### src/logic/mipsMemPkg.sv
package mipsMemPkg;

    // basic data and address word
    typedef logic [31:0] word_t;

    // destination register number
    typedef logic [4:0] regAddr_t;

    // one bit per byte lane, little-endian
    typedef logic [3:0] byteEn_t;

    // NOP must stay at zero so a cleared entry decodes as NOP
    typedef enum logic [3:0] {
        NOP     = 4'd0,
        ALU     = 4'd1,
        LW      = 4'd2,
        LH      = 4'd3,
        LHU     = 4'd4,
        LB      = 4'd5,
        LBU     = 4'd6,
        SW      = 4'd7,
        SH      = 4'd8,
        SB      = 4'd9,
        SYSCALL = 4'd10,
        BREAK   = 4'd11,
        ERET    = 4'd12
    } decodedOp_t;

    // result of the execute stage
    typedef struct packed {
        decodedOp_t op;
        word_t      pcPlus4;
        word_t      aluOut;
        word_t      writeData;
        regAddr_t   writeReg;
        word_t      hi;
        word_t      lo;
        logic       inDelaySlot;
        // flags raised in fetch, decode and execute
        logic       fetchAddrError;
        logic       reservedInstr;
        logic       overflow;
    } execData_t;

    // result handed on to writeback
    typedef struct packed {
        decodedOp_t op;
        word_t      pcPlus4;
        word_t      aluOut;
        word_t      readData;
        regAddr_t   writeReg;
        word_t      hi;
        word_t      lo;
    } memData_t;

    // request to the data RAM, addr is a byte address
    typedef struct packed {
        word_t   addr;
        byteEn_t byteEn;
        word_t   writeData;
        logic    readEn;
    } ramReq_t;

    // exception report towards cp0
    typedef struct packed {
        logic       fetchAddrError;
        logic       reservedInstr;
        logic       overflow;
        logic       dataAddrError;
        logic       syscall;
        logic       breakpoint;
        logic       inDelaySlot;
        word_t      pc;
        word_t      badVaddr;
        logic [7:0] interruptPending;
    } exceptInfo_t;

endpackage

### src/logic/execMemReg.sv
module execMemReg (
    input  logic                  clk,
    input  logic                  reset,
    input  logic                  stall,
    input  logic                  flush,
    input  mipsMemPkg::execData_t execIn,
    output mipsMemPkg::execData_t memEntry
);
    import mipsMemPkg::*;

    execData_t nopEntry;

    // all-zero entry, op field decodes as NOP
    always_comb begin
        nopEntry = '0;
        nopEntry.op = NOP;
    end

    // flush takes priority over stall
    always_ff @(posedge clk) begin
        if (reset || flush) begin
            memEntry <= nopEntry;
        end else if (!stall) begin
            memEntry <= execIn;
        end
    end

endmodule

### config.mk
export PLATFORM = sky130hd
export DESIGN_NAME = execMemReg
export DESIGN_NICKNAME = d
export VERILOG_FILES = /design/src/logic/mipsMemPkg.sv /design/src/logic/execMemReg.sv
export SDC_FILE = /design/constraint.sdc
export NUM_CORES = 1
export LEC_CHECK = 0
export ABC_AREA = 1
export BUFFER_PORTS_ARGS = -buffer_cell sky130_fd_sc_hd__buf_2
export CORE_AREA = 10 10 101 193
export CTS_CLUSTER_SIZE = 24
export DETAILED_ROUTE_END_ITERATION = 8
export DIE_AREA = 0 0 111 203
export PLACE_DENSITY = 0.77
export REMOVE_ABC_BUFFERS = 1
export SLEW_MARGIN = 25
export SYNTH_ARGS = -nofsm -noshare
export SYNTH_HDL_FRONTEND = slang
export SYNTH_SLANG_ARGS = --single-unit
### constraint.sdc
create_clock -name clk -period 1 [get_ports clk]
set_input_delay 0.15 -clock clk [delete_from_list [all_inputs] [get_ports clk]]
set_output_delay 0.15 -clock clk [all_outputs]
set_load 0.1 [all_outputs]
==> flow_summary.ini <==
[run_status]
run_status = finished, violations left
violations = hold timing, setup timing

[route]
vias_per_cell = 5.506
detailroute.via_count = 10500
met1Wirelength_mm = 14.49
met2RoutedLength_mm = 23.67
drt_wl_total_mm = 49.14
drtPass1Iterations = 6
post_detailed_route_drc_marker_count = 0
maxUsedRoutingLayer = met4
initialDrtViolationCount = 1099
met3RoutedLength_mm = 5.631
routed_wire_length_per_instance_um = 25.78
antenna_violating_nets_post_route = 0

[placed_design]
post-place-cells = 1622
dp_hpwl_mm = 21.06
place_worst_setup_slack_ns = -0.02833
postPlaceCellArea_mm2 = 0.01175
buffer_ports.inserted = 349
finalWeightedCongestion = 0.8848

[global_route]
grt_util_all_layers_pct = 35.91
grt.overflow.total = 0
grt_antenna_before_repair = 6
grt_first_pass_wirelength_mm = 62.64
number_of_global_route_vias_before_repair = 10490
pin_count_of_the_biggest_net_entering_global_routing = 60

[synth]
yosysSeqAreaShare_pct = 47.67
synth_area_mm2 = 0.007264
ys_seq_elements = 173
synth.lib_cells_used.distinct = 9
yosys-top-cells-area = dfxtp_1 (48%), nand2_1 (18%), nor2_1 (18%), inv_1 (8.9%), buf_6 (3.3%)
synth_top_cell_area_share_pct = 47.67
yosys.area.top_type = dfxtp_1
yosysWarnings = 0
synth_area_per_cell_um2 = 6.628
netlist_instances = 1096

[pwr]
internal_power_mw = 13.92
p_leak_nw = 7.180
ir_drop_mv = 1.417
power_frac_comb_pct = 30.0
power.total_mw = 21.29
clkPwrFrac_pct = 34.5
switching_share_pct = 34.62
power.share.sequential_pct = 35.5
power_switching_mw = 7.372
pwr_density_cell_mw_per_mm2 = 1419

[floorplanning]
die_h_um = 203
design.core.area_mm2 = 0.01627
start_util_pct = 44.65
die_outline_area_mm2 = 0.02253
io_pins = 350
rows = 66
fp.dieW_um = 111

[sta]
worst_slew_margin_rel_pct = 63.83
clock-skew-final_ns = 0
final_max_slew_viol_count = 0
finalCritPeriodShare_pct = 131.2
timing.final.crit_period_ns = 1.312
hold_slack_ns = -0.01198
setup_viol = 180
unrepaired_setup_endpoints_after_global_routing = yes
setup_tns_ns = -22.51
report.final.hold_viol_count = 1
timing.final.ws_setup_ns = -0.3116
max_clock_freq_mhz = 762.4
tightestPinTransition_ns = 0.5405

[clock_tree]
cts_max_level = 4
clk_transition_reported_paths_ns = 0.07
tritoncts_clock_tree = yes
cts.sinks = 173
cts.path.max_buffers = 2
clock_insertion_delay_worst_skew_ns = 0.42
clk_root_buffer_cell = clkbuf_16
tritoncts.num_buffers = 17

[setup_path]
cp_data_required_time_ns = 1.25
timing.critical_path.buf_inv = 2
worst_setup_path_end_kind = register
crit_path_max_incr_delay_ns = 0.43
path_max_fanout = 2
crit_path_start = memEntry[108]$_SDFFE_PP0N_
r2r-start = memEntry[108]$_SDFFE_PP0N_
worstSetupPathType = register to register
worst_path_most_repeated_cell = nand2_1
slowest_stage = nor2_1
worstPathCellList = buf_4, inv_1, nand2_1, nand2_1, nor2_1
worst_setup_path_start_kind = register
critical_path_arrival_ns = 1.57
crit_family = simple AND/OR/NAND/NOR gates

[finish]
post_route_design_area_mm2 = 0.01501
syn2layout_area_growth_pct = 106.6
multi_input_comb_area_mm2 = 0.002624
mostFrequentLayoutCells = nand2_1 (346), nor2_1 (340), buf_12 (188)
finish.net_count = 1859
fin_cells = 1906
largest_register_ffs = 173
fillers = 488
reg.largest.list = memEntry x173
most_common_cell_after_layout_fill_and_taps_aside = nand2_1
top_register = memEntry
layout_cells_sized_above_1_pct = 39.12
sequential_cell_area_mm2 = 0.003805

[job]
maxCapViolations = 0

[min_path]
holdCritStartpoint = execIn[139]
worstHoldPathType = primary input to register
[stage by stage]
step	util, %	hold slack, ns
2_1_floorplan	-	0.2794
3_3_place_gp	72.24	0.3636
3_5_place_dp	72.24	0.3720
4_1_cts	88.89	0.001675
5_1_grt	92.25	0.006378
6_report	92.26	-0.01198
[per-layer routing]
layer	vias up	global-route usage, %
li1	4264	-
met1	4750	33.70
met2	1088	62.77
met3	393	9.920
met4	0	30.84
met5	-	0
[worst reg2reg max path, cell delays in order (launching register included)]
cell     delay [ns]
dfxtp_2        0.39
buf_4          0.14
inv_1          0.04
nand2_1        0.06
nand2_1        0.09
nor2_1         0.43
[logic make-up after synthesis]
logic type             share of synthesized area (%)
AND/OR/NAND/NOR                                35.91
flip-flops                                     47.67
buffers and inverters                          16.41
[power groups by stage]
| stage | registers [mW] | clock network [mW] | logic (mW) |
|---|---|---|---|
| after floorplan | 9.64 | 0 | 0.816 |
| after global placement | 7.65 | 0 | 5.00 |
| after detailed placement | 7.67 | 0 | 5.10 |
| after CTS | 7.57 | 7.21 | 5.74 |
| after global routing | 7.56 | 7.59 | 6.55 |
| final | 7.56 | 7.35 | 6.38 |
[layout make-up]
cell class                      count  area share [%]
Clock buffer                       22           3.093
Clock inverter                     10           1.084
Multi-Input combinational cell    693           17.48
Tap cell                          204           1.701
Timing Repair Buffer              624           46.85
Sequential cell                   173           25.35
Inverter                          173           4.326
Antenna cell                        7          0.1167
[repair_timing]
action                                  CTS  global route
pin swaps                                 0             0
buffers inserted                         21            54
hold endpoints to repair                170             0
endpoints found under the setup margin  173           176
hold buffers                            170             0
resized for setup                       176            50
[synth_stat cells]
cell type / number
inv_1: 173
clkbuf_8: 11
buf_2: 13
buf_4: 12
dfxtp_1: 173
nand2_1: 346
nor2_1: 344
buf_6: 21
nor2_2: 3
[path summary, 6_finish.rpt]
path                                                   end  depth (start not counted)  slack, ns
worst max-delay path            memEntry[108]$_SDFFE_PP0N_                          5      -0.31
worst max register to register  memEntry[108]$_SDFFE_PP0N_                          5      -0.31
worst min-delay path            memEntry[139]$_SDFFE_PP0N_                          3      -0.01
worst min register to register   memEntry[32]$_SDFFE_PP0N_                          4       0.53
Power figures use the tool's default switching activity.
