**config.mk**
```make
export PLATFORM = sky130hd
export DESIGN_NAME = memWbReg
export DESIGN_NICKNAME = d
export VERILOG_FILES = /design/src/logic/mipsMemPkg.sv /design/src/logic/memWbReg.sv
export SDC_FILE = /design/constraint.sdc
export NUM_CORES = 1
export LEC_CHECK = 0
export ABC_AREA = 0
export BUFFER_PORTS_ARGS = -buffer_cell sky130_fd_sc_hd__buf_2
export CAP_MARGIN = 10
export CORE_AREA = 2 2 145 147
export CTS_BUF_LIST = sky130_fd_sc_hd__clkbuf_16
export DETAILED_ROUTE_END_ITERATION = 6
export DIE_AREA = 0 0 147 149
export PLACE_DENSITY = 0.69
export SLEW_MARGIN = 20
export SYNTH_ARGS = -nofsm -noshare
export SYNTH_HDL_FRONTEND = slang
export SYNTH_SLANG_ARGS = --single-unit
export TNS_END_PERCENT = 1
```
**constraint.sdc**
```tcl
create_clock -name clk -period 0.9 [get_ports clk]
set_input_delay 0.09 -clock clk [delete_from_list [all_inputs] [get_ports clk]]
set_output_delay 0.09 -clock clk [all_outputs]
set_load 0.01 [all_outputs]
```
**src/logic/mipsMemPkg.sv**
```systemverilog
package mipsMemPkg;

    // basic data and address word
    typedef logic [31:0] word_t;

    // destination register number
    typedef logic [4:0] regAddr_t;

    // one bit per byte lane, little-endian
    typedef logic [3:0] byteEn_t;

    // NOP must stay at zero so a cleared entry decodes as NOP
    typedef enum logic [3:0] {
        NOP     = 4'd0,
        ALU     = 4'd1,
        LW      = 4'd2,
        LH      = 4'd3,
        LHU     = 4'd4,
        LB      = 4'd5,
        LBU     = 4'd6,
        SW      = 4'd7,
        SH      = 4'd8,
        SB      = 4'd9,
        SYSCALL = 4'd10,
        BREAK   = 4'd11,
        ERET    = 4'd12
    } decodedOp_t;

    // result of the execute stage
    typedef struct packed {
        decodedOp_t op;
        word_t      pcPlus4;
        word_t      aluOut;
        word_t      writeData;
        regAddr_t   writeReg;
        word_t      hi;
        word_t      lo;
        logic       inDelaySlot;
        // flags raised in fetch, decode and execute
        logic       fetchAddrError;
        logic       reservedInstr;
        logic       overflow;
    } execData_t;

    // result handed on to writeback
    typedef struct packed {
        decodedOp_t op;
        word_t      pcPlus4;
        word_t      aluOut;
        word_t      readData;
        regAddr_t   writeReg;
        word_t      hi;
        word_t      lo;
    } memData_t;

    // request to the data RAM, addr is a byte address
    typedef struct packed {
        word_t   addr;
        byteEn_t byteEn;
        word_t   writeData;
        logic    readEn;
    } ramReq_t;

    // exception report towards cp0
    typedef struct packed {
        logic       fetchAddrError;
        logic       reservedInstr;
        logic       overflow;
        logic       dataAddrError;
        logic       syscall;
        logic       breakpoint;
        logic       inDelaySlot;
        word_t      pc;
        word_t      badVaddr;
        logic [7:0] interruptPending;
    } exceptInfo_t;

endpackage

```
**src/logic/memWbReg.sv**
```systemverilog
module memWbReg (
    input  logic                 clk,
    input  logic                 reset,
    input  logic                 stall,
    input  mipsMemPkg::memData_t stageOut,
    output mipsMemPkg::memData_t wbRaw
);
    import mipsMemPkg::*;

    memData_t nopResult;

    // cleared result, decodes as NOP
    always_comb begin
        nopResult = '0;
        nopResult.op = NOP;
    end

    // captured at the same edge as the RAM read register,
    // so the fields line up with ramRdata one cycle later
    always_ff @(posedge clk) begin
        if (reset) begin
            wbRaw <= nopResult;
        end else if (!stall) begin
            wbRaw <= stageOut;
        end
    end

endmodule

```
==> summary.md <==
| Metric | Value |
|---|---|
| FF-to-FF setup slack | `0.14 ns` |
| CTS buffer count | `17` |
| Cells after synthesis | `545` |
| Die area | `0.02190 mm^2` |
| Final hold violation count | `0` |
| Largest net degree at the start of global routing | `34` |
| Syn avg cell area | `approximately 11 um^2` |
| Area of the core | `slightly above 0.02 mm^2` |
| Layout cells sized above 1 | `between 50% and 60%` |
| CTS clk-pin slew, worst paths | `0.07 ns` |
| Die Height | `around 150 um` |
| Most flops, register | `wbRaw` |
| Crit start category | `flop` |
| Fin util | `57.03%` |
| Flops & latches, synth | `between 150 and 200` |
| Vias per cell | `about 4.4` |
| Worst r2r src | `wbRaw[137]$_SDFFE_PP0N_` |
| Port Buffers | `340` |
| Yosys warns | `0` |
| Site Rows | `53` |
| Detailed Route WL | `21660 um` |
| RSZ-0062 raised after global routing | `yes` |
| Compound-gate portion of the synthesized area | `0%` |
| Avg WL per Cell | `between 15 and 20 um` |
| Synth top area cells | `dfxtp_1 (56%), mux2i_1 (28%), nor2_1 (11%)` |
| # IOs | `341` |
| Final period util | `109.2%` |
| Crit path from | `wbRaw[67]$_SDFFE_PP0N_` |
| Failing checks | `negative setup slack` |
| Filler Cells Inserted | `1598` |
| Crit path to | `wbRaw[67]` |
| CTS Root Cell | `clkbuf_16` |
| Yosys top cell by area | `dfxtp_1` |
| Die W | `147 um` |
| Pins Over Slew Limit | `0` |
| CP max stage cell | `dfxtp_4` |
| Pwr per Cell Area | `about 1600 mW/mm^2` |
| # diodes | `0` |
| Levels on crit path | `1` |
| WP data required | `between 0.8 and 0.9 ns` |
| Clk buf depth | `2` |
| GRT overflow | `0` |
| Yosys top cell area share | `56.23%` |
| Nets | `approximately 1200` |
| Class of the worst hold path | `primary input to flop` |
| Leakage power | `between 0.005 and 0.006 uW` |
| Seq/Total Area, Yosys | `a little under three fifths` |
| DP Area | `0.008100 mm^2` |
| Largest register FFs | `169` |
| Vias in the first global route | `~6300` |
| Post-route ant nets | `0` |
| Final Cell Area | `about 0.012 mm^2` |
| Worst Skew | `0 ns` |
| Crit Reg-Reg Endpoint | `wbRaw[137]$_SDFFE_PP0N_` |
| Max Cap Viol | `0` |
| Post-Synth XOR/XNOR Area | `0%` |
| Initial DRC count | `93` |
| RD Place Congestion | `0.7475` |
| Worst setup EP type | `output pin` |
| Cell area after synthesis | `0.006017 mm^2` |
| Setup WS post-layout | `-0.08273 ns` |
| Crit path time final | `0.9827 ns` |
| DP Wirelength | `~12000 um` |
| Initial cell density of the core | `between 20% and 30%` |
| Dpl ws | `-0.05454 ns` |
| Synth cell types | `9` |
| Mux contribution to synthesized area | `28.11%` |
| Max Fclk | `1018 MHz` |
| Leading cell type in the layout, fill and taps excluded | `dlygate4sd3_1` |
| Setup bufs post-CTS | `0` |
| CP max FO | `2` |
| Synth Area in Adders | `0%` |
| TritonRoute pass-1 iters | `5` |
| Main combinational cell family by area after synthesis | `multiplexers` |
| Slew margin rel. | `80.30%` |
| Worst skew pair latency | `0.41 ns` |
| Synth Area in Simple Gates | `approximately a tenth` |
| Layout Area Growth over Synthesis | `94.84%` |
| Footprint of the multi-input gates | `roughly 0.0024 mm^2` |
| Status | `complete, but fails checks` |
| Final setup fails | `178` |
| Hold Slack | `0.04246 ns` |
| DR vias | `5927` |
| Register area | `approximately 0.0036 mm^2` |
| Clock Sinks | `169` |
| TritonCTS clock tree | `built` |
| WP buf/inv | `1` |
| Commonest cells after routing, fill and taps aside | `dlygate4sd3_1 (170), mux2i_1 (169), buf_2 (169), buf_6 (169), dfxtp_2 (166)` |
| Crit path max-delay family | `flip-flops` |
| First-pass GRT wire length | `32760 um` |
| Tightest Pin Transition | `0.2873 ns` |
| R2R depth | `2` |
| Fin Setup TNS | `-7.029 ns` |
| Critical path class | `flop to output pin` |
| DRC Markers | `0` |
| Worst path max stage delay | `0.36 ns` |
| All-layer global routing usage | `about a fifth` |
| H-tree levels | `4` |
| Peak supply drop | `1.103 mV` |
| Critical path, cell by cell | `buf_6` |
| Biggest regs | `wbRaw (169)` |
| Crit path DAT | `0.89 ns` |
| Antenna violations before repair | `0` |
| Net Count, Synth | `717` |
report_power, final:
part | internal [uW] | switching, uW
sequential | 8020 | 351
combinational | 2110 | 1350
clock | 4380 | 3080
cell families (layout without fill, tap and decap cells):
logic type,after synthesis,in the layout
buffers and inverters,38,566
AND/OR/NAND/NOR,169,169
multiplexers,169,169
flip-flops,169,169
layout make-up:
| type | instances | share of cell area (%) |
|---|---|---|
| tap | 275 | 2.935 |
| clock inverter | 13 | 1.451 |
| sequential | 169 | 30.73 |
| multi-input combinational | 338 | 20.27 |
| timing repair buffer | 536 | 40.99 |
| clock buffer | 17 | 3.629 |
stage by stage:
step,total power (uW),std cells
after floorplan,9492,545
after global placement,10510,1148
after detailed placement,10560,1148
after CTS,19410,1348
after global routing,20150,1348
final,19290,1348
how the worst min path moves through the flow:
stage,start,end,cells after the start
finish,stall,wbRaw[140]$_SDFFE_PP0N_,3
global route,stall,wbRaw[140]$_SDFFE_PP0N_,3
CTS,stall,wbRaw[140]$_SDFFE_PP0N_,3
detailed placement,stageOut[62],wbRaw[62]$_SDFFE_PP0N_,3
global placement,stageOut[38],wbRaw[38]$_SDFFE_PP0N_,3
floorplan,stageOut[0],wbRaw[0]$_SDFFE_PP0N_,2
worst min-delay path: cells and delay by family:
| family | cells | cell delay [ns] |
|---|---|---|
| and+or+nand+nor | 1 | 0.07 |
| buffers and inverters | 1 | 0.15 |
| muxes | 1 | 0.09 |
Yosys cell counts (all sizes together):
cell    instances
buf            26
clkbuf         12
dfxtp         169
mux2i         169
nor2          169
per-layer routing:
metal | GRT usage, % | share of wire, %
met5 | 0 | 0
met4 | 7.548 | 3.0
met3 | 6.177 | 7.2
met2 | 35.96 | 52
met1 | 19.52 | 37
repair_timing:
action	in CTS	in global routing
hold buffers	170	0
endpoints found under the hold margin	169	0
gates resized for setup	340	22
endpoints found under the setup margin	169	190
Power figures use the tool's default switching activity.
