<file path="config.mk">
export PLATFORM = sky130hd
export DESIGN_NAME = memoryStage
export DESIGN_NICKNAME = d
export VERILOG_FILES = /design/src/logic/mipsMemPkg.sv /design/src/logic/memoryStage.sv /design/src/logic/storeAlign.sv
export SDC_FILE = /design/constraint.sdc
export NUM_CORES = 1
export LEC_CHECK = 0
export BUFFER_PORTS_ARGS = -buffer_cell sky130_fd_sc_hd__buf_2
export CAP_MARGIN = 5
export CELL_PAD_IN_SITES_DETAIL_PLACEMENT = 0
export CELL_PAD_IN_SITES_GLOBAL_PLACEMENT = 2
export CORE_AREA = 2 2 201 203
export DETAILED_ROUTE_END_ITERATION = 16
export DIE_AREA = 0 0 203 205
export PLACE_DENSITY = 0.64
export SLEW_MARGIN = 20
export SYNTH_ARGS = -nofsm -noshare
export SYNTH_HDL_FRONTEND = slang
export SYNTH_HIERARCHICAL = 1
export SYNTH_SLANG_ARGS = --single-unit
</file>
<file path="constraint.sdc">
create_clock -name vclk -period 5.71
set_clock_uncertainty 0.05 [all_clocks]
set_input_delay 1.142 -clock vclk [all_inputs]
set_output_delay 1.142 -clock vclk [all_outputs]
set_load 0.005 [all_outputs]
</file>
<file path="src/logic/mipsMemPkg.sv">
package mipsMemPkg;

    // basic data and address word
    typedef logic [31:0] word_t;

    // destination register number
    typedef logic [4:0] regAddr_t;

    // one bit per byte lane, little-endian
    typedef logic [3:0] byteEn_t;

    // NOP must stay at zero so a cleared entry decodes as NOP
    typedef enum logic [3:0] {
        NOP     = 4'd0,
        ALU     = 4'd1,
        LW      = 4'd2,
        LH      = 4'd3,
        LHU     = 4'd4,
        LB      = 4'd5,
        LBU     = 4'd6,
        SW      = 4'd7,
        SH      = 4'd8,
        SB      = 4'd9,
        SYSCALL = 4'd10,
        BREAK   = 4'd11,
        ERET    = 4'd12
    } decodedOp_t;

    // result of the execute stage
    typedef struct packed {
        decodedOp_t op;
        word_t      pcPlus4;
        word_t      aluOut;
        word_t      writeData;
        regAddr_t   writeReg;
        word_t      hi;
        word_t      lo;
        logic       inDelaySlot;
        // flags raised in fetch, decode and execute
        logic       fetchAddrError;
        logic       reservedInstr;
        logic       overflow;
    } execData_t;

    // result handed on to writeback
    typedef struct packed {
        decodedOp_t op;
        word_t      pcPlus4;
        word_t      aluOut;
        word_t      readData;
        regAddr_t   writeReg;
        word_t      hi;
        word_t      lo;
    } memData_t;

    // request to the data RAM, addr is a byte address
    typedef struct packed {
        word_t   addr;
        byteEn_t byteEn;
        word_t   writeData;
        logic    readEn;
    } ramReq_t;

    // exception report towards cp0
    typedef struct packed {
        logic       fetchAddrError;
        logic       reservedInstr;
        logic       overflow;
        logic       dataAddrError;
        logic       syscall;
        logic       breakpoint;
        logic       inDelaySlot;
        word_t      pc;
        word_t      badVaddr;
        logic [7:0] interruptPending;
    } exceptInfo_t;

endpackage

</file>
<file path="src/logic/memoryStage.sv">
module memoryStage (
    input  mipsMemPkg::execData_t   memEntry,
    input  logic                    stall,
    input  logic [5:0]              extInt,
    input  logic [7:0]              causeIp,
    input  logic [7:0]              statusIm,
    output mipsMemPkg::ramReq_t     ramReq,
    output mipsMemPkg::memData_t    stageOut,
    output mipsMemPkg::exceptInfo_t exceptOut,
    output logic                    eretPulse
);
    import mipsMemPkg::*;

    decodedOp_t op;
    word_t      addr;
    logic       dataAddrError;
    logic       syscallHit;
    logic       breakHit;
    logic       anyExcept;
    logic       isLoad;
    byteEn_t    alignedEn;
    word_t      laneData;

    assign op   = memEntry.op;
    assign addr = memEntry.aluOut;

    // word accesses need both low bits clear, halfwords only bit 0
    always_comb begin
        case (op)
            LW, SW:      dataAddrError = (addr[1:0] != 2'b00);
            LH, LHU, SH: dataAddrError = addr[0];
            default:     dataAddrError = 1'b0;
        endcase
    end

    assign syscallHit = (op == SYSCALL);
    assign breakHit   = (op == BREAK);
    assign eretPulse  = (op == ERET);

    // anything that must keep this entry from touching memory
    assign anyExcept = memEntry.fetchAddrError | memEntry.reservedInstr | memEntry.overflow |
                       dataAddrError;

    assign isLoad = (op == LW) || (op == LH) || (op == LHU) || (op == LB) || (op == LBU);

    storeAlign laneSteer (
        .op        (op),
        .addrLow   (addr[1:0]),
        .storeData (memEntry.writeData),
        .byteEn    (alignedEn),
        .laneData  (laneData)
    );

    // RAM request, writes dropped under stall or on a fault
    assign ramReq.addr      = addr;
    assign ramReq.byteEn    = (stall || anyExcept) ? '0 : alignedEn;
    assign ramReq.writeData = laneData;
    assign ramReq.readEn    = isLoad && !stall;

    // readData is filled in after the RAM, on the writeback side
    assign stageOut.op       = op;
    assign stageOut.pcPlus4  = memEntry.pcPlus4;
    assign stageOut.aluOut   = addr;
    assign stageOut.readData = '0;
    assign stageOut.writeReg = memEntry.writeReg;
    assign stageOut.hi       = memEntry.hi;
    assign stageOut.lo       = memEntry.lo;

    assign exceptOut.fetchAddrError = memEntry.fetchAddrError;
    assign exceptOut.reservedInstr  = memEntry.reservedInstr;
    assign exceptOut.overflow       = memEntry.overflow;
    assign exceptOut.dataAddrError  = dataAddrError;
    assign exceptOut.syscall        = syscallHit;
    assign exceptOut.breakpoint     = breakHit;
    assign exceptOut.inDelaySlot    = memEntry.inDelaySlot;
    assign exceptOut.pc             = memEntry.pcPlus4 - 32'd4;
    assign exceptOut.badVaddr       = addr;

    // hardware lines sit at IP7..IP2, software bits come from cause
    assign exceptOut.interruptPending = ({extInt, 2'b00} | causeIp) & statusIm;

endmodule

</file>
<file path="src/logic/storeAlign.sv">
module storeAlign (
    input  mipsMemPkg::decodedOp_t op,
    input  logic [1:0]             addrLow,
    input  mipsMemPkg::word_t      storeData,
    output mipsMemPkg::byteEn_t    byteEn,
    output mipsMemPkg::word_t      laneData
);
    import mipsMemPkg::*;

    // data is replicated so every lane carries it,
    // the enables pick which lanes really get written
    always_comb begin
        case (op)
            SW: begin
                byteEn   = 4'b1111;
                laneData = storeData;
            end
            SH: begin
                laneData = {2{storeData[15:0]}};
                // upper half when address bit 1 is set
                if (addrLow[1]) begin
                    byteEn = 4'b1100;
                end else begin
                    byteEn = 4'b0011;
                end
            end
            SB: begin
                laneData = {4{storeData[7:0]}};
                byteEn   = 4'b0001 << addrLow;
            end
            default: begin
                byteEn   = 4'b0000;
                laneData = storeData;
            end
        endcase
    end

endmodule

</file>
==> results_dict.tcl <==
set metrics [dict create \
    status "finished clean" \
    filler_cell_count 4657 \
    detail_route.drc_violations 0 \
    antennaDiodeCount 0 \
    drive_gt1_share_pct 62.01 \
    dr.pass1.iters 4 \
    fmax_mhz 225.6 \
    power_leakage_nw 1.425 \
    critical_path_cell_list "buf_2, nor3_1, nand4_1, nor4_1, xor2_1, buf_2" \
    hold_viol 0 \
    overflow 0 \
    swShare_pct 50.22 \
    seqPwrFrac_pct 0 \
    maximum_fanout_count_along_the_critical_path 14 \
    cpMaxStageDelayCell "sky130_fd_sc_hd__nand4_1" \
    rsz0062_at_grt "false" \
    grtUsageTotal_pct 3.698 \
    yosys.cell_types.count 37 \
    finalWirelength_mm 9.464 \
    design.die.area_sq_um 41620 \
    post-cts-setup-buffers 0 \
    synthesis.area_sq_um 3144 \
    grt_start_max_net_pins 19 \
    critPathTopFamily "simple AND/OR/NAND/NOR gates" \
    critPathKind "input port to output port" \
    coreArea_sq_um 39370 \
    holdPathEnd "stageOut[28]" \
    hold_path.startpoint "memEntry[32]" \
    postLayoutSetupSlackWorst_ps 1278 \
    per_instance_average_area_after_synthesis_sq_um 7.558 \
    ctsHoldBuffers 0 \
    rows 73 \
    critical_path.most_common_cell "sky130_fd_sc_hd__buf_2" \
    max-slew-margin-rel_pct 46.65 \
    critical_path_required_ps 4520 \
    vias_per_cell 2.466 \
    layout.sequential_cells 0 \
    regArea_sq_um 0 \
    chipWidth_um 203 \
    setup-violations-final 0 \
    floorplan.initialDensity_pct 7.987 \
    wl_per_cell_um 10.14 \
    post_cts_resize_count 0 \
    proportion_of_netlist_area_held_by_the_largest_area_contributor_pct 59.69 \
    cellPowerDensity_nw_per_um2 53.19 \
    grt_first_pass_wirelength_mm 12.43 \
    detailroute.via_count 2301 \
    yosysMostFrequentCell "sky130_fd_sc_hd__buf_4" \
    drt.antenna.violating_nets 0 \
    grt_antenna_before_repair 0 \
    synth-seq-area-share_pct 0 \
    netlist_top_cells_area "sky130_fd_sc_hd__buf_4, sky130_fd_sc_hd__mux2_2, sky130_fd_sc_hd__xor2_1" \
    final.clkbuf_count 0 \
    timing.setup.tns_ps 0 \
    number_of_buffers_and_inverters_on_the_critical_path 2 \
    dp_worst_setup_slack_ps 1215 \
    worst_hold_path.num_cells 0 \
    finalCritPeriodShare_pct 77.61 \
    final.min_clock_period_ps 4432 \
    gpl_wtd_cong 0.7832 \
    syn2layout_area_growth_pct -1.910 \
    comb_power_share_pct 100.0 \
    share_clk_of_total_power_pct 0 \
    crit_path_max_incr_delay_ps 650 \
    timing_worst_slew_pin_value_ps 799.4 \
    cp_data_arrival_time_ps 3240 \
    io_pins 514 \
    cap_violations 0 \
    ranking_of_synthesized_cells_by_instance_count "sky130_fd_sc_hd__buf_4, sky130_fd_sc_hd__mux2_2, sky130_fd_sc_hd__xor2_1" \
    critical_path.endpoint_type "output port" \
    fp.dieH_um 205 \
    drt_iter0_drc 54 \
    slew_violations 0 \
    hold_path_class "input port to output port" \
    placement.io_buffers 216 \
    dp_hpwl_mm 8.313 \
    synth_cells 416 \
    net-switching-power_mw 0.08239 \
    yosys_warnings 6 \
    nNetsFinal 607 \
    grt_pass1_vias 1980 \
    ir_drop_mv 0.01680 \
    startpoint_type "input port" \
    post-synth-top-area-cell "sky130_fd_sc_hd__buf_4" \
    power_report.internal_total_mw 0.08167 \
]
layout make-up:
cell class	instances	area [sq um]	area share [%]
Inverter	5	18.77	0.6085
Tap cell	525	656.9	21.30
Multi-Input combinational cell	187	1328	43.04
Timing Repair Buffer	216	1081	35.05
layer usage:
layer	track usage [%]	wire, um
met1	4.778	3708
met2	5.431	4400
met3	1.082	870
met4	2.164	484
met5	0	0
per-stage QoR:
stage	utilization [%]	instance area [sq um]	power, mW	cells	hold slack [ps]
after global routing	7.835	3084	0.1810	933	2234
after global placement	7.835	3084	0.1664	933	2234
after floorplan	-	3261	0.1942	447	2271
final	7.835	3084	0.1641	933	2234
after detailed placement	7.835	3084	0.1650	933	2234
after CTS	7.835	3084	0.1659	933	2234
cells by family (layout without fill, tap and decap cells):
family	Yosys count	count (layout)	synth area share [%]
and+or+nand+nor	81	81	15.88
AOI/OAI and AO/OA	15	15	3.422
other	1	32	0.1193
xor gates and xnor gates	26	26	7.242
adders and majority gates	1	1	0.3979
buffers and inverters	260	221	61.48
muxes	32	32	11.46
power groups by stage:
stage / sequential [mW] / combinational [mW] / clock [mW]
final: 0 / 0.164 / 0
after CTS: 0 / 0.166 / 0
after detailed placement: 0 / 0.165 / 0
after global routing: 0 / 0.181 / 0
after floorplan: 0 / 0.194 / 0
after global placement: 0 / 0.166 / 0
cells in the final DEF, fill, tap and decap left out, types with 5 or more instances in the layout:
master / Yosys / layout
sky130_fd_sc_hd__mux2_2: 32 / 32
sky130_fd_sc_hd__or3_1: 9 / 9
sky130_fd_sc_hd__buf_2: 3 / 216
sky130_fd_sc_hd__xnor2_1: 5 / 5
sky130_fd_sc_hd__conb_1: 1 / 32
sky130_fd_sc_hd__nor4_1: 7 / 7
sky130_fd_sc_hd__inv_1: 5 / 5
sky130_fd_sc_hd__nor3_1: 14 / 14
sky130_fd_sc_hd__nor2_1: 13 / 13
sky130_fd_sc_hd__xor2_1: 21 / 21
sky130_fd_sc_hd__o21a_1: 6 / 6
sky130_fd_sc_hd__and3_1: 8 / 8
worst max path at each step:
stage / slack [ps] / depth (start not counted) / endpoint / from
finish: 1280 / 6 / exceptOut[66] / memEntry[144]
global route: 1090 / 6 / exceptOut[66] / memEntry[144]
floorplan: 1710 / 7 / exceptOut[68] / memEntry[139]
global placement: 1290 / 8 / exceptOut[68] / memEntry[139]
CTS: 1240 / 6 / exceptOut[66] / memEntry[144]
detailed placement: 1210 / 6 / exceptOut[66] / memEntry[144]
Note: power is estimated with default switching activity, not from simulation.
