### src/logic/mipsMemPkg.sv
package mipsMemPkg;

    // basic data and address word
    typedef logic [31:0] word_t;

    // destination register number
    typedef logic [4:0] regAddr_t;

    // one bit per byte lane, little-endian
    typedef logic [3:0] byteEn_t;

    // NOP must stay at zero so a cleared entry decodes as NOP
    typedef enum logic [3:0] {
        NOP     = 4'd0,
        ALU     = 4'd1,
        LW      = 4'd2,
        LH      = 4'd3,
        LHU     = 4'd4,
        LB      = 4'd5,
        LBU     = 4'd6,
        SW      = 4'd7,
        SH      = 4'd8,
        SB      = 4'd9,
        SYSCALL = 4'd10,
        BREAK   = 4'd11,
        ERET    = 4'd12
    } decodedOp_t;

    // result of the execute stage
    typedef struct packed {
        decodedOp_t op;
        word_t      pcPlus4;
        word_t      aluOut;
        word_t      writeData;
        regAddr_t   writeReg;
        word_t      hi;
        word_t      lo;
        logic       inDelaySlot;
        // flags raised in fetch, decode and execute
        logic       fetchAddrError;
        logic       reservedInstr;
        logic       overflow;
    } execData_t;

    // result handed on to writeback
    typedef struct packed {
        decodedOp_t op;
        word_t      pcPlus4;
        word_t      aluOut;
        word_t      readData;
        regAddr_t   writeReg;
        word_t      hi;
        word_t      lo;
    } memData_t;

    // request to the data RAM, addr is a byte address
    typedef struct packed {
        word_t   addr;
        byteEn_t byteEn;
        word_t   writeData;
        logic    readEn;
    } ramReq_t;

    // exception report towards cp0
    typedef struct packed {
        logic       fetchAddrError;
        logic       reservedInstr;
        logic       overflow;
        logic       dataAddrError;
        logic       syscall;
        logic       breakpoint;
        logic       inDelaySlot;
        word_t      pc;
        word_t      badVaddr;
        logic [7:0] interruptPending;
    } exceptInfo_t;

endpackage

### src/logic/loadAlign.sv
module loadAlign (
    input  mipsMemPkg::memData_t wbRaw,
    input  mipsMemPkg::word_t    ramRdata,
    output mipsMemPkg::memData_t wbOut
);
    import mipsMemPkg::*;

    logic [15:0] halfSel;
    logic [7:0]  byteSel;

    // lane choice from the address bits kept in aluOut
    assign halfSel = wbRaw.aluOut[1] ? ramRdata[31:16] : ramRdata[15:0];
    assign byteSel = ramRdata[{wbRaw.aluOut[1:0], 3'b000} +: 8];

    always_comb begin
        wbOut = wbRaw;
        case (wbRaw.op)
            LW: begin
                wbOut.readData = ramRdata;
            end
            LH: begin
                wbOut.readData = {{16{halfSel[15]}}, halfSel};
            end
            LHU: begin
                wbOut.readData = {16'h0000, halfSel};
            end
            LB: begin
                wbOut.readData = {{24{byteSel[7]}}, byteSel};
            end
            LBU: begin
                wbOut.readData = {24'h000000, byteSel};
            end
            // not a load
            default: begin
                wbOut.readData = '0;
            end
        endcase
    end

endmodule

### config.mk
export PLATFORM = sky130hd
export DESIGN_NAME = loadAlign
export DESIGN_NICKNAME = d
export VERILOG_FILES = /design/src/logic/mipsMemPkg.sv /design/src/logic/loadAlign.sv
export SDC_FILE = /design/constraint.sdc
export NUM_CORES = 1
export LEC_CHECK = 0
export ABC_AREA = 1
export BUFFER_PORTS_ARGS = -buffer_cell sky130_fd_sc_hd__buf_2
export CAP_MARGIN = 30
export CORE_AREA = 2 2 145 147
export DETAILED_ROUTE_END_ITERATION = 16
export DIE_AREA = 0 0 147 149
export GPL_TIMING_DRIVEN = 0
export SYNTH_ARGS = -nofsm -noshare
export SYNTH_HDL_FRONTEND = slang
export SYNTH_SLANG_ARGS = --single-unit
### constraint.sdc
create_clock -name vclk -period 1.6
set_input_delay 0.32 -clock vclk [all_inputs]
set_output_delay 0.32 -clock vclk [all_outputs]
set_load 0.1 [all_outputs]
==> results of run 1 <==
## power breakdown
part	internal (W)	switching, W	leakage (nW)
Combinational	0.000762	0.00217	2.85
Sequential	0	0	0
Clock	0.000000000167	0	0.0000127
## cell usage after synthesis (all sizes together)
master  instances  area share
a21oi           1      0.0023
nand4           1      0.0029
nand2          83        0.15
buf           154        0.53
inv            40       0.070
nand3          86        0.20
o21ai           8       0.019
nor3            1      0.0023
nor2            8       0.016
## worst max-delay path by stage
| stage | start | endpoint | slack [ns] | cells past startpoint |
|---|---|---|---|---|
| after floorplan | wbRaw[101] | wbOut[87] | -0.27 | 8 |
| after global placement | wbRaw[168] | wbOut[87] | -0.69 | 6 |
| after detailed placement | wbRaw[168] | wbOut[87] | -0.68 | 6 |
| after CTS | wbRaw[168] | wbOut[97] | -0.13 | 9 |
| after global routing | wbRaw[168] | wbOut[84] | -0.14 | 9 |
| final | wbRaw[168] | wbOut[84] | -0.10 | 9 |
## through the flow
stage               hold WS [ns]  area, sq um
floorplan                 0.8515         2434
global placement           1.024         3809
detailed placement         1.024         3809
CTS                        1.024         4817
global route               1.026         5109
finish                     1.023         5114
## cell usage in the layout, fill, tap and decap left out, types with 2 or more instances in the layout
cell      synthesis  final
buf_2            11    168
buf_4           142    153
nand2_1          80     63
buf_12            0     39
nand3_4           0     34
nand3_1          85     30
inv_1            36     29
nand3_2           1     22
nand2_2           2     15
buf_6             1     14
buf_8             0      8
inv_2             4      7
nand2_4           1      5
o21ai_0           7      5
nor2_2            2      4
diode_2           0      2
inv_6             0      2
nor2_1            6      2
nor2_4            0      2
clkbuf_4          0      2
o21ai_1           1      2
buf_16            0      2
## what timing repair did
| item | 4_1_cts | 5_1_grt |
|---|---|---|
| setup endpoints to repair | 32 | 32 |
| gates resized for setup | 219 | 63 |
| hold endpoints to repair | 0 | 0 |
| pin swaps | 18 | 21 |
| cloned | 4 | 1 |
| buffers inserted | 11 | 14 |
## layer usage
| layer | vias to the layer above | GRT usage | wire length [um] |
|---|---|---|---|
| li1 | 1528 | - | - |
| met1 | 1370 | 0.1146 | 4313 |
| met2 | 206 | 0.1974 | 6602 |
| met3 | 7 | 0.02263 | 1199 |
| met4 | 0 | 0.003365 | 77 |
| met5 | - | 0 | 0 |
## worst max-delay path: cells and delay by family
family	cells	cell delay (ns)
buffers and inverters	5	0.60
and+or+nand+nor	4	0.44
## cells by family after synthesis
family | share of synthesized area
AND/OR/NAND/NOR | 0.3777
buffers and inverters | 0.6012
AO/OA/AOI/OAI | 0.02111
## cell type report
type	count	area (sq um)
antenna	2	5.005
buffer	152	1216
fill	2282	15440
inverter	40	167.7
multi-input combinational	188	1479
tap	275	344.1
timing repair buffer	234	1902
==> results.py, run 1 <==
metrics = {
    "outcome": {
        "status": "finished, violations left",
        "violations": "negative setup slack",
    },
    "sta": {
        "hold_viol_final": 0,
        "fmax_ghz": 0.5867,
        "worst_slew_pin_slew_ns": 0.5227,
        "fin_crit_sh": 1.065,
        "finalCriticalPeriod_ns": 1.704,
        "drv_slew": 0,
        "rsz0062_at_grt": "yes",
        "setup_viol": 22,
        "relSlewSlack": 0.6539,
        "fin_tns_setup_ns": -1.143,
        "worst_slack_ns": -0.1044,
    },
    "finish": {
        "utilization": 0.2488,
        "seq_cell_count": 0,
        "fin_cells": 891,
        "clockBufferCount": 0,
        "drive_gt1_frac": 0.7834,
        "nets": 817,
        "syn2layout_area_growth_pct": 139.7,
        "register_area_sq_um": 0,
    },
    "placed_design": {
        "portBuffers": 206,
        "place_congestion": 0.8374,
        "place.detailed.hpwl_mm": 10.09,
        "dp.cells": 863,
        "place_ws_ns": -0.6835,
    },
    "drt": {
        "routed_wl_mm": 12.19,
        "drc": 0,
        "postRouteAntennaNets": 0,
        "wl_per_cell_um": 13.68,
        "viasPerCell": 3.492,
        "drtIter0Drc": 101,
        "vias": 3111,
        "firstDrtPassIters": 4,
    },
    "worst_setup_path": {
        "slowest_stage": "nor3_4",
        "path_class": "input port to output pin",
        "crit_arrival_ns": 1.38,
        "crit_path_start_kind": "input port",
        "cp_max_fo": 5,
        "endpoint_kind": "output pin",
        "critPathMostFrequentCell": "buf_12",
        "path_cells": "buf_8 > inv_2 > nand2_2 > nor3_4 > nand2_4 > buf_6 > buf_12 > nand3_4 > buf_12",
        "max_stage_delay_ns": 0.18,
        "worstPathRequired_ns": 1.28,
    },
    "floorplan": {
        "core_area_sq_um": 20560,
        "io_pins": 370,
        "die_w_um": 147,
        "core.rowCount": 53,
        "dieHeight_um": 149,
        "die-area_sq_um": 21900,
        "start_util": 0.1038,
    },
    "global_routing": {
        "grt_pass1_vias": 2836,
        "grt-ovfl-total": 0,
        "grt_max_degree": 11,
        "grt_pass1_wl_mm": 16.86,
        "grt_usage": 0.09974,
        "antenna_found_initial": 2,
    },
    "synth": {
        "avgSynthCellArea_sq_um": 5.585,
        "ys_warn_count": 0,
        "netlist_area_sq_um": 2133,
        "synth_nets": 583,
        "postSynthCellCount": 382,
        "netlist-cell-type-count": 17,
        "ys_seq_area_frac": 0,
    },
    "pwr": {
        "p_total_w": 0.002929,
        "power_density_nw_per_um2": 572.7,
        "ir_worst_vdd_mv": 0.3085,
        "leakagePower_nw": 2.851,
    },
    "clock_tree": {
        "hold_buffers": 0,
    },
    "min_path": {
        "whs_path_depth": 2,
        "hp-start": "wbRaw[24]",
        "hp-class": "input port to output pin",
        "holdPathEnd": "wbOut[24]",
    },
    "run": {
        "cap_viol_max_count": 0,
    },
}
No activity file was read; power rests on OpenSTA's default activity.
==> run 2: changes to the inputs <==
==> constraint.sdc (replaced) <==
create_clock -name vclk -period 1.7
set_input_delay 0.34 -clock vclk [all_inputs]
set_output_delay 0.34 -clock vclk [all_outputs]
set_load 0.1 [all_outputs]
==> results.py, run 2 (same netlist as run 1, synthesis figures left out) <==
metrics = {
    "sta": {
        "fin_crit_sh": 1.025,
        "rsz0062_at_grt": "yes",
        "drv_slew": 0,
        "relSlewSlack": 0.6586,
        "setup_viol": 15,
        "worst_slack_ns": -0.04270,
        "whs_ns": 1.063,
        "finalCriticalPeriod_ns": 1.743,
        "hold_viol_final": 0,
        "worst_slew_pin_slew_ns": 0.5157,
        "fmax_ghz": 0.5738,
    },
    "global_routing": {
        "grt_usage": 0.09037,
        "grt-ovfl-total": 0,
        "grt_max_degree": 11,
        "antenna_found_initial": 4,
        "grt_pass1_wl_mm": 15.58,
        "grt_pass1_vias": 2745,
    },
    "finish": {
        "multi_input_area_sq_um": 1395,
        "register_area_sq_um": 0,
        "syn2layout_area_growth_pct": 127.4,
        "utilization": 0.2360,
        "nets": 802,
        "final_common_cell": "buf_2",
        "final_cell_mix": "buf_2 (171), buf_4 (145), nand2_1 (68)",
        "final_area_sq_um": 4851,
        "drive_gt1_frac": 0.7412,
        "final.fill_count": 2293,
        "seq_cell_count": 0,
        "clockBufferCount": 0,
    },
    "placed_design": {
        "place.detailed.hpwl_mm": 9.626,
        "place_ws_ns": -0.5817,
        "place_congestion": 0.8620,
        "portBuffers": 206,
        "placed_cell_area_sq_um": 3804,
    },
    "worst_setup_path": {
        "path_cells": "buf_8 > inv_2 > nand2_2 > nor3_4 > nand2_8 > clkbuf_16 > nand3_4 > buf_12",
        "cp-startpoint": "wbRaw[168]",
        "slowest_stage": "nor3_4",
        "max_stage_delay_ns": 0.28,
        "cp_max_fo": 5,
        "worstPathRequired_ns": 1.36,
        "crit_end": "wbOut[84]",
        "crit_arrival_ns": 1.40,
        "endpoint_kind": "output pin",
        "path_class": "input port to output pin",
        "crit_path_start_kind": "input port",
    },
    "drt": {
        "drc": 0,
        "postRouteAntennaNets": 0,
        "vias": 3029,
        "routed_wl_mm": 11.05,
        "viasPerCell": 3.450,
        "drtIter0Drc": 99,
        "firstDrtPassIters": 4,
        "wl_per_cell_um": 12.59,
    },
    "run": {
        "cap_viol_max_count": 0,
    },
    "outcome": {
        "status": "finished, violations left",
        "violations": "negative setup slack",
    },
    "min_path": {
        "hp-start": "wbRaw[68]",
        "hp-class": "input port to output pin",
    },
    "floorplan": {
        "dieHeight_um": 149,
        "die_w_um": 147,
        "die-area_sq_um": 21900,
        "core.rowCount": 53,
        "start_util": 0.1038,
        "io_pins": 370,
        "core_area_sq_um": 20560,
    },
    "clock_tree": {
        "hold_buffers": 0,
    },
    "pwr": {
        "ir_worst_vdd_mv": 0.2048,
        "power_density_nw_per_um2": 551.7,
        "leakagePower_nw": 2.741,
    },
}
[run 2: cell count changes in the layout (fill, tap and decap cells not counted), sizes merged]
cell / delta
buf: -15
diode: +2
[run 2: critical path: cells and delay by family]
family,cells,cell delay (ns)
buffers and inverters,4,0.51
and+or+nand+nor,4,0.54
[run 2: how the worst min path moves through the flow]
stage                      end  slack (ns)  cells after the start
CTS                  wbOut[68]        1.06                      2
global route        wbOut[123]        1.07                      2
detailed placement   wbOut[68]        1.06                      2
floorplan             wbOut[0]        0.89                      1
global placement     wbOut[57]        1.06                      2
finish               wbOut[68]        1.06                      2
[run 2: area by class of cell]
class	instances	area share
Timing Repair Buffer	217	0.3541
Multi-Input combinational cell	188	0.2876
Buffer	154	0.2528
Tap cell	275	0.07093
Inverter	40	0.03250
Antenna cell	4	0.002063
[run 2: timing repair]
item | 4_1_cts | 5_1_grt
endpoints found under the hold margin | 0 | 0
pin swaps | 6 | 12
setup buffers | 7 | 0
cloned | 3 | 1
endpoints found under the setup margin | 32 | 32
resized for setup | 185 | 46
[run 2: routing by layer]
metal  wire, um  global-route usage
met1       3924              0.1004
met2       6143              0.1862
met3        895             0.01560
met4         87            0.004808
met5          0                   0
[run 2: report_power, final]
| part | internal, W | switching (W) | leakage [nW] |
|---|---|---|---|
| Clock | 0.000000000315 | 0 | 0.0000254 |
| Combinational | 0.000671 | 0.00201 | 2.74 |
| Sequential | 0 | 0 | 0 |
| Total | 0.000671 | 0.00201 | 2.74 |
[run 2: metrics by stage]
stage,cells,total power (W),setup TNS [ns]
final,878,0.002676,-0.2935
after global routing,875,0.002765,-1.741
after CTS,873,0.002642,-0.1858
after detailed placement,863,0.002409,-13.81
after global placement,863,0.002403,-13.77
after floorplan,382,0.002085,-2.173
==> run 3: changes to the inputs <==
--- a/config.mk
+++ b/config.mk
@@ -12,6 +12,7 @@
 export DETAILED_ROUTE_END_ITERATION = 16
 export DIE_AREA = 0 0 147 149
 export GPL_TIMING_DRIVEN = 0
+export SETUP_SLACK_MARGIN = 0.02
 export SYNTH_ARGS = -nofsm -noshare
 export SYNTH_HDL_FRONTEND = slang
 export SYNTH_SLANG_ARGS = --single-unit
==> results.py, run 3 (same netlist as run 1, synthesis figures left out) <==
metrics = {
    "pwr": {
        "power_density_nw_per_um2": 554.4,
        "leakagePower_nw": 2.781,
        "ir_worst_vdd_mv": 0.2145,
    },
    "worst_setup_path": {
        "path_cells": "buf_8 > nor2_4 > nand2_2 > nand2_4 > buf_8 > nand3_4 > nand3_4 > buf_12",
        "cp_top_family": "simple AND/OR/NAND/NOR gates",
        "max_stage_delay_ns": 0.19,
        "cp_max_fo": 6,
        "crit_path_start_kind": "input port",
        "path_class": "input port to output pin",
        "path_buf_inv": 3,
        "crit_arrival_ns": 1.38,
        "endpoint_kind": "output pin",
        "worstPathRequired_ns": 1.36,
        "slowest_stage": "nor2_4",
    },
    "finish": {
        "clockBufferCount": 0,
        "register_area_sq_um": 0,
        "syn2layout_area_growth_pct": 128.5,
        "antenna_cells": 0,
        "final_cell_mix": "buf_2 (172), buf_4 (148), nand2_1 (65)",
        "drive_gt1_frac": 0.7554,
        "seq_cell_count": 0,
        "utilization": 0.2371,
        "nets": 808,
        "final.fill_count": 2287,
        "final_common_cell": "buf_2",
    },
    "global_routing": {
        "grt_pass1_vias": 2817,
        "grt_pass1_wl_mm": 16.73,
        "grt_max_degree": 11,
        "antenna_found_initial": 2,
        "grt-ovfl-total": 0,
        "grt_usage": 0.09942,
    },
    "sta": {
        "drv_slew": 0,
        "relSlewSlack": 0.6579,
        "fin_crit_sh": 1.014,
        "worst_slew_pin_slew_ns": 0.5167,
        "setup_viol": 9,
        "fmax_ghz": 0.5803,
        "worst_slack_ns": -0.02311,
        "fin_tns_setup_ns": -0.08528,
        "rsz0062_at_grt": "yes",
        "hold_viol_final": 0,
        "finalCriticalPeriod_ns": 1.723,
    },
    "outcome": {
        "violations": "negative setup slack",
        "status": "finished, violations left",
    },
    "drt": {
        "drtIter0Drc": 86,
        "viasPerCell": 3.495,
        "routed_wl_mm": 12.19,
        "vias": 3076,
        "wl_per_cell_um": 13.85,
        "drc": 0,
        "firstDrtPassIters": 4,
        "postRouteAntennaNets": 0,
    },
    "floorplan": {
        "die-area_sq_um": 21900,
        "io_pins": 370,
        "core_area_sq_um": 20560,
        "dieHeight_um": 149,
        "core.rowCount": 53,
        "die_w_um": 147,
        "start_util": 0.1038,
    },
    "placed_design": {
        "place_ws_ns": -0.5933,
        "place.detailed.hpwl_mm": 10.43,
        "place_congestion": 0.8701,
        "portBuffers": 206,
    },
    "clock_tree": {
        "hold_buffers": 0,
    },
    "run": {
        "cap_viol_max_count": 0,
    },
    "min_path": {
        "holdPathEnd": "wbOut[57]",
        "whs_path_depth": 2,
        "hp-start": "wbRaw[57]",
        "hp-class": "input port to output pin",
    },
}
-- run 3: cell count changes in the layout (fill, tap and decap cells not counted), moves of 4 or more --
| cell | previous run | this run |
|---|---|---|
| diode_2 | 4 | 0 |
| inv_1 | 34 | 30 |
| nand2_4 | 2 | 6 |
| buf_8 | 4 | 8 |
-- run 3: worst max path at each step --
stage	from	end	slack (ns)	depth (start not counted)
global placement	wbRaw[168]	wbOut[93]	-0.59	6
global route	wbRaw[167]	wbOut[69]	-0.07	9
finish	wbRaw[168]	wbOut[69]	-0.02	8
CTS	wbRaw[168]	wbOut[93]	-0.06	9
detailed placement	wbRaw[168]	wbOut[93]	-0.59	6
floorplan	wbRaw[101]	wbOut[87]	-0.21	8
-- run 3: routing by layer --
metal,vias up,share of wire,wire [um],global-route usage
li1,1505,-,-,-
met4,4,0.011,134,0.009615
met3,10,0.10,1264,0.03364
met2,179,0.53,6496,0.1937
met1,1378,0.35,4268,0.1076
met5,-,0.0022,27,0
-- run 3: power breakdown --
group,switching (W),internal (W)
registers,0,0
clock network,0,0
logic,0.00202,0.000681
total,0.00202,0.000681
-- run 3: layout make-up --
cell class | count | area (sq um) | area share
inverters | 40 | 157.7 | 0.03234
multi-input cells | 188 | 1419 | 0.2911
plain buffers | 152 | 1171 | 0.2402
well taps | 275 | 344.1 | 0.07059
repair buffers | 225 | 1783 | 0.3658
-- run 3: timing repair --
| item | in CTS | in global routing |
|---|---|---|
| setup buffers | 11 | 4 |
| pin swaps | 16 | 18 |
| setup endpoints to repair | 32 | 32 |
| resized for setup | 191 | 58 |
| gates cloned | 3 | 3 |
-- run 3: metrics by stage --
stage	std cells	hold slack [ns]	instance area [sq um]	total power (W)
global placement	863	1.064	3804	0.002408
finish	880	1.063	4875	0.002703
CTS	877	1.064	4690	0.002663
floorplan	382	0.8915	2429	0.002085
global route	880	1.065	4875	0.002792
detailed placement	863	1.064	3804	0.002415
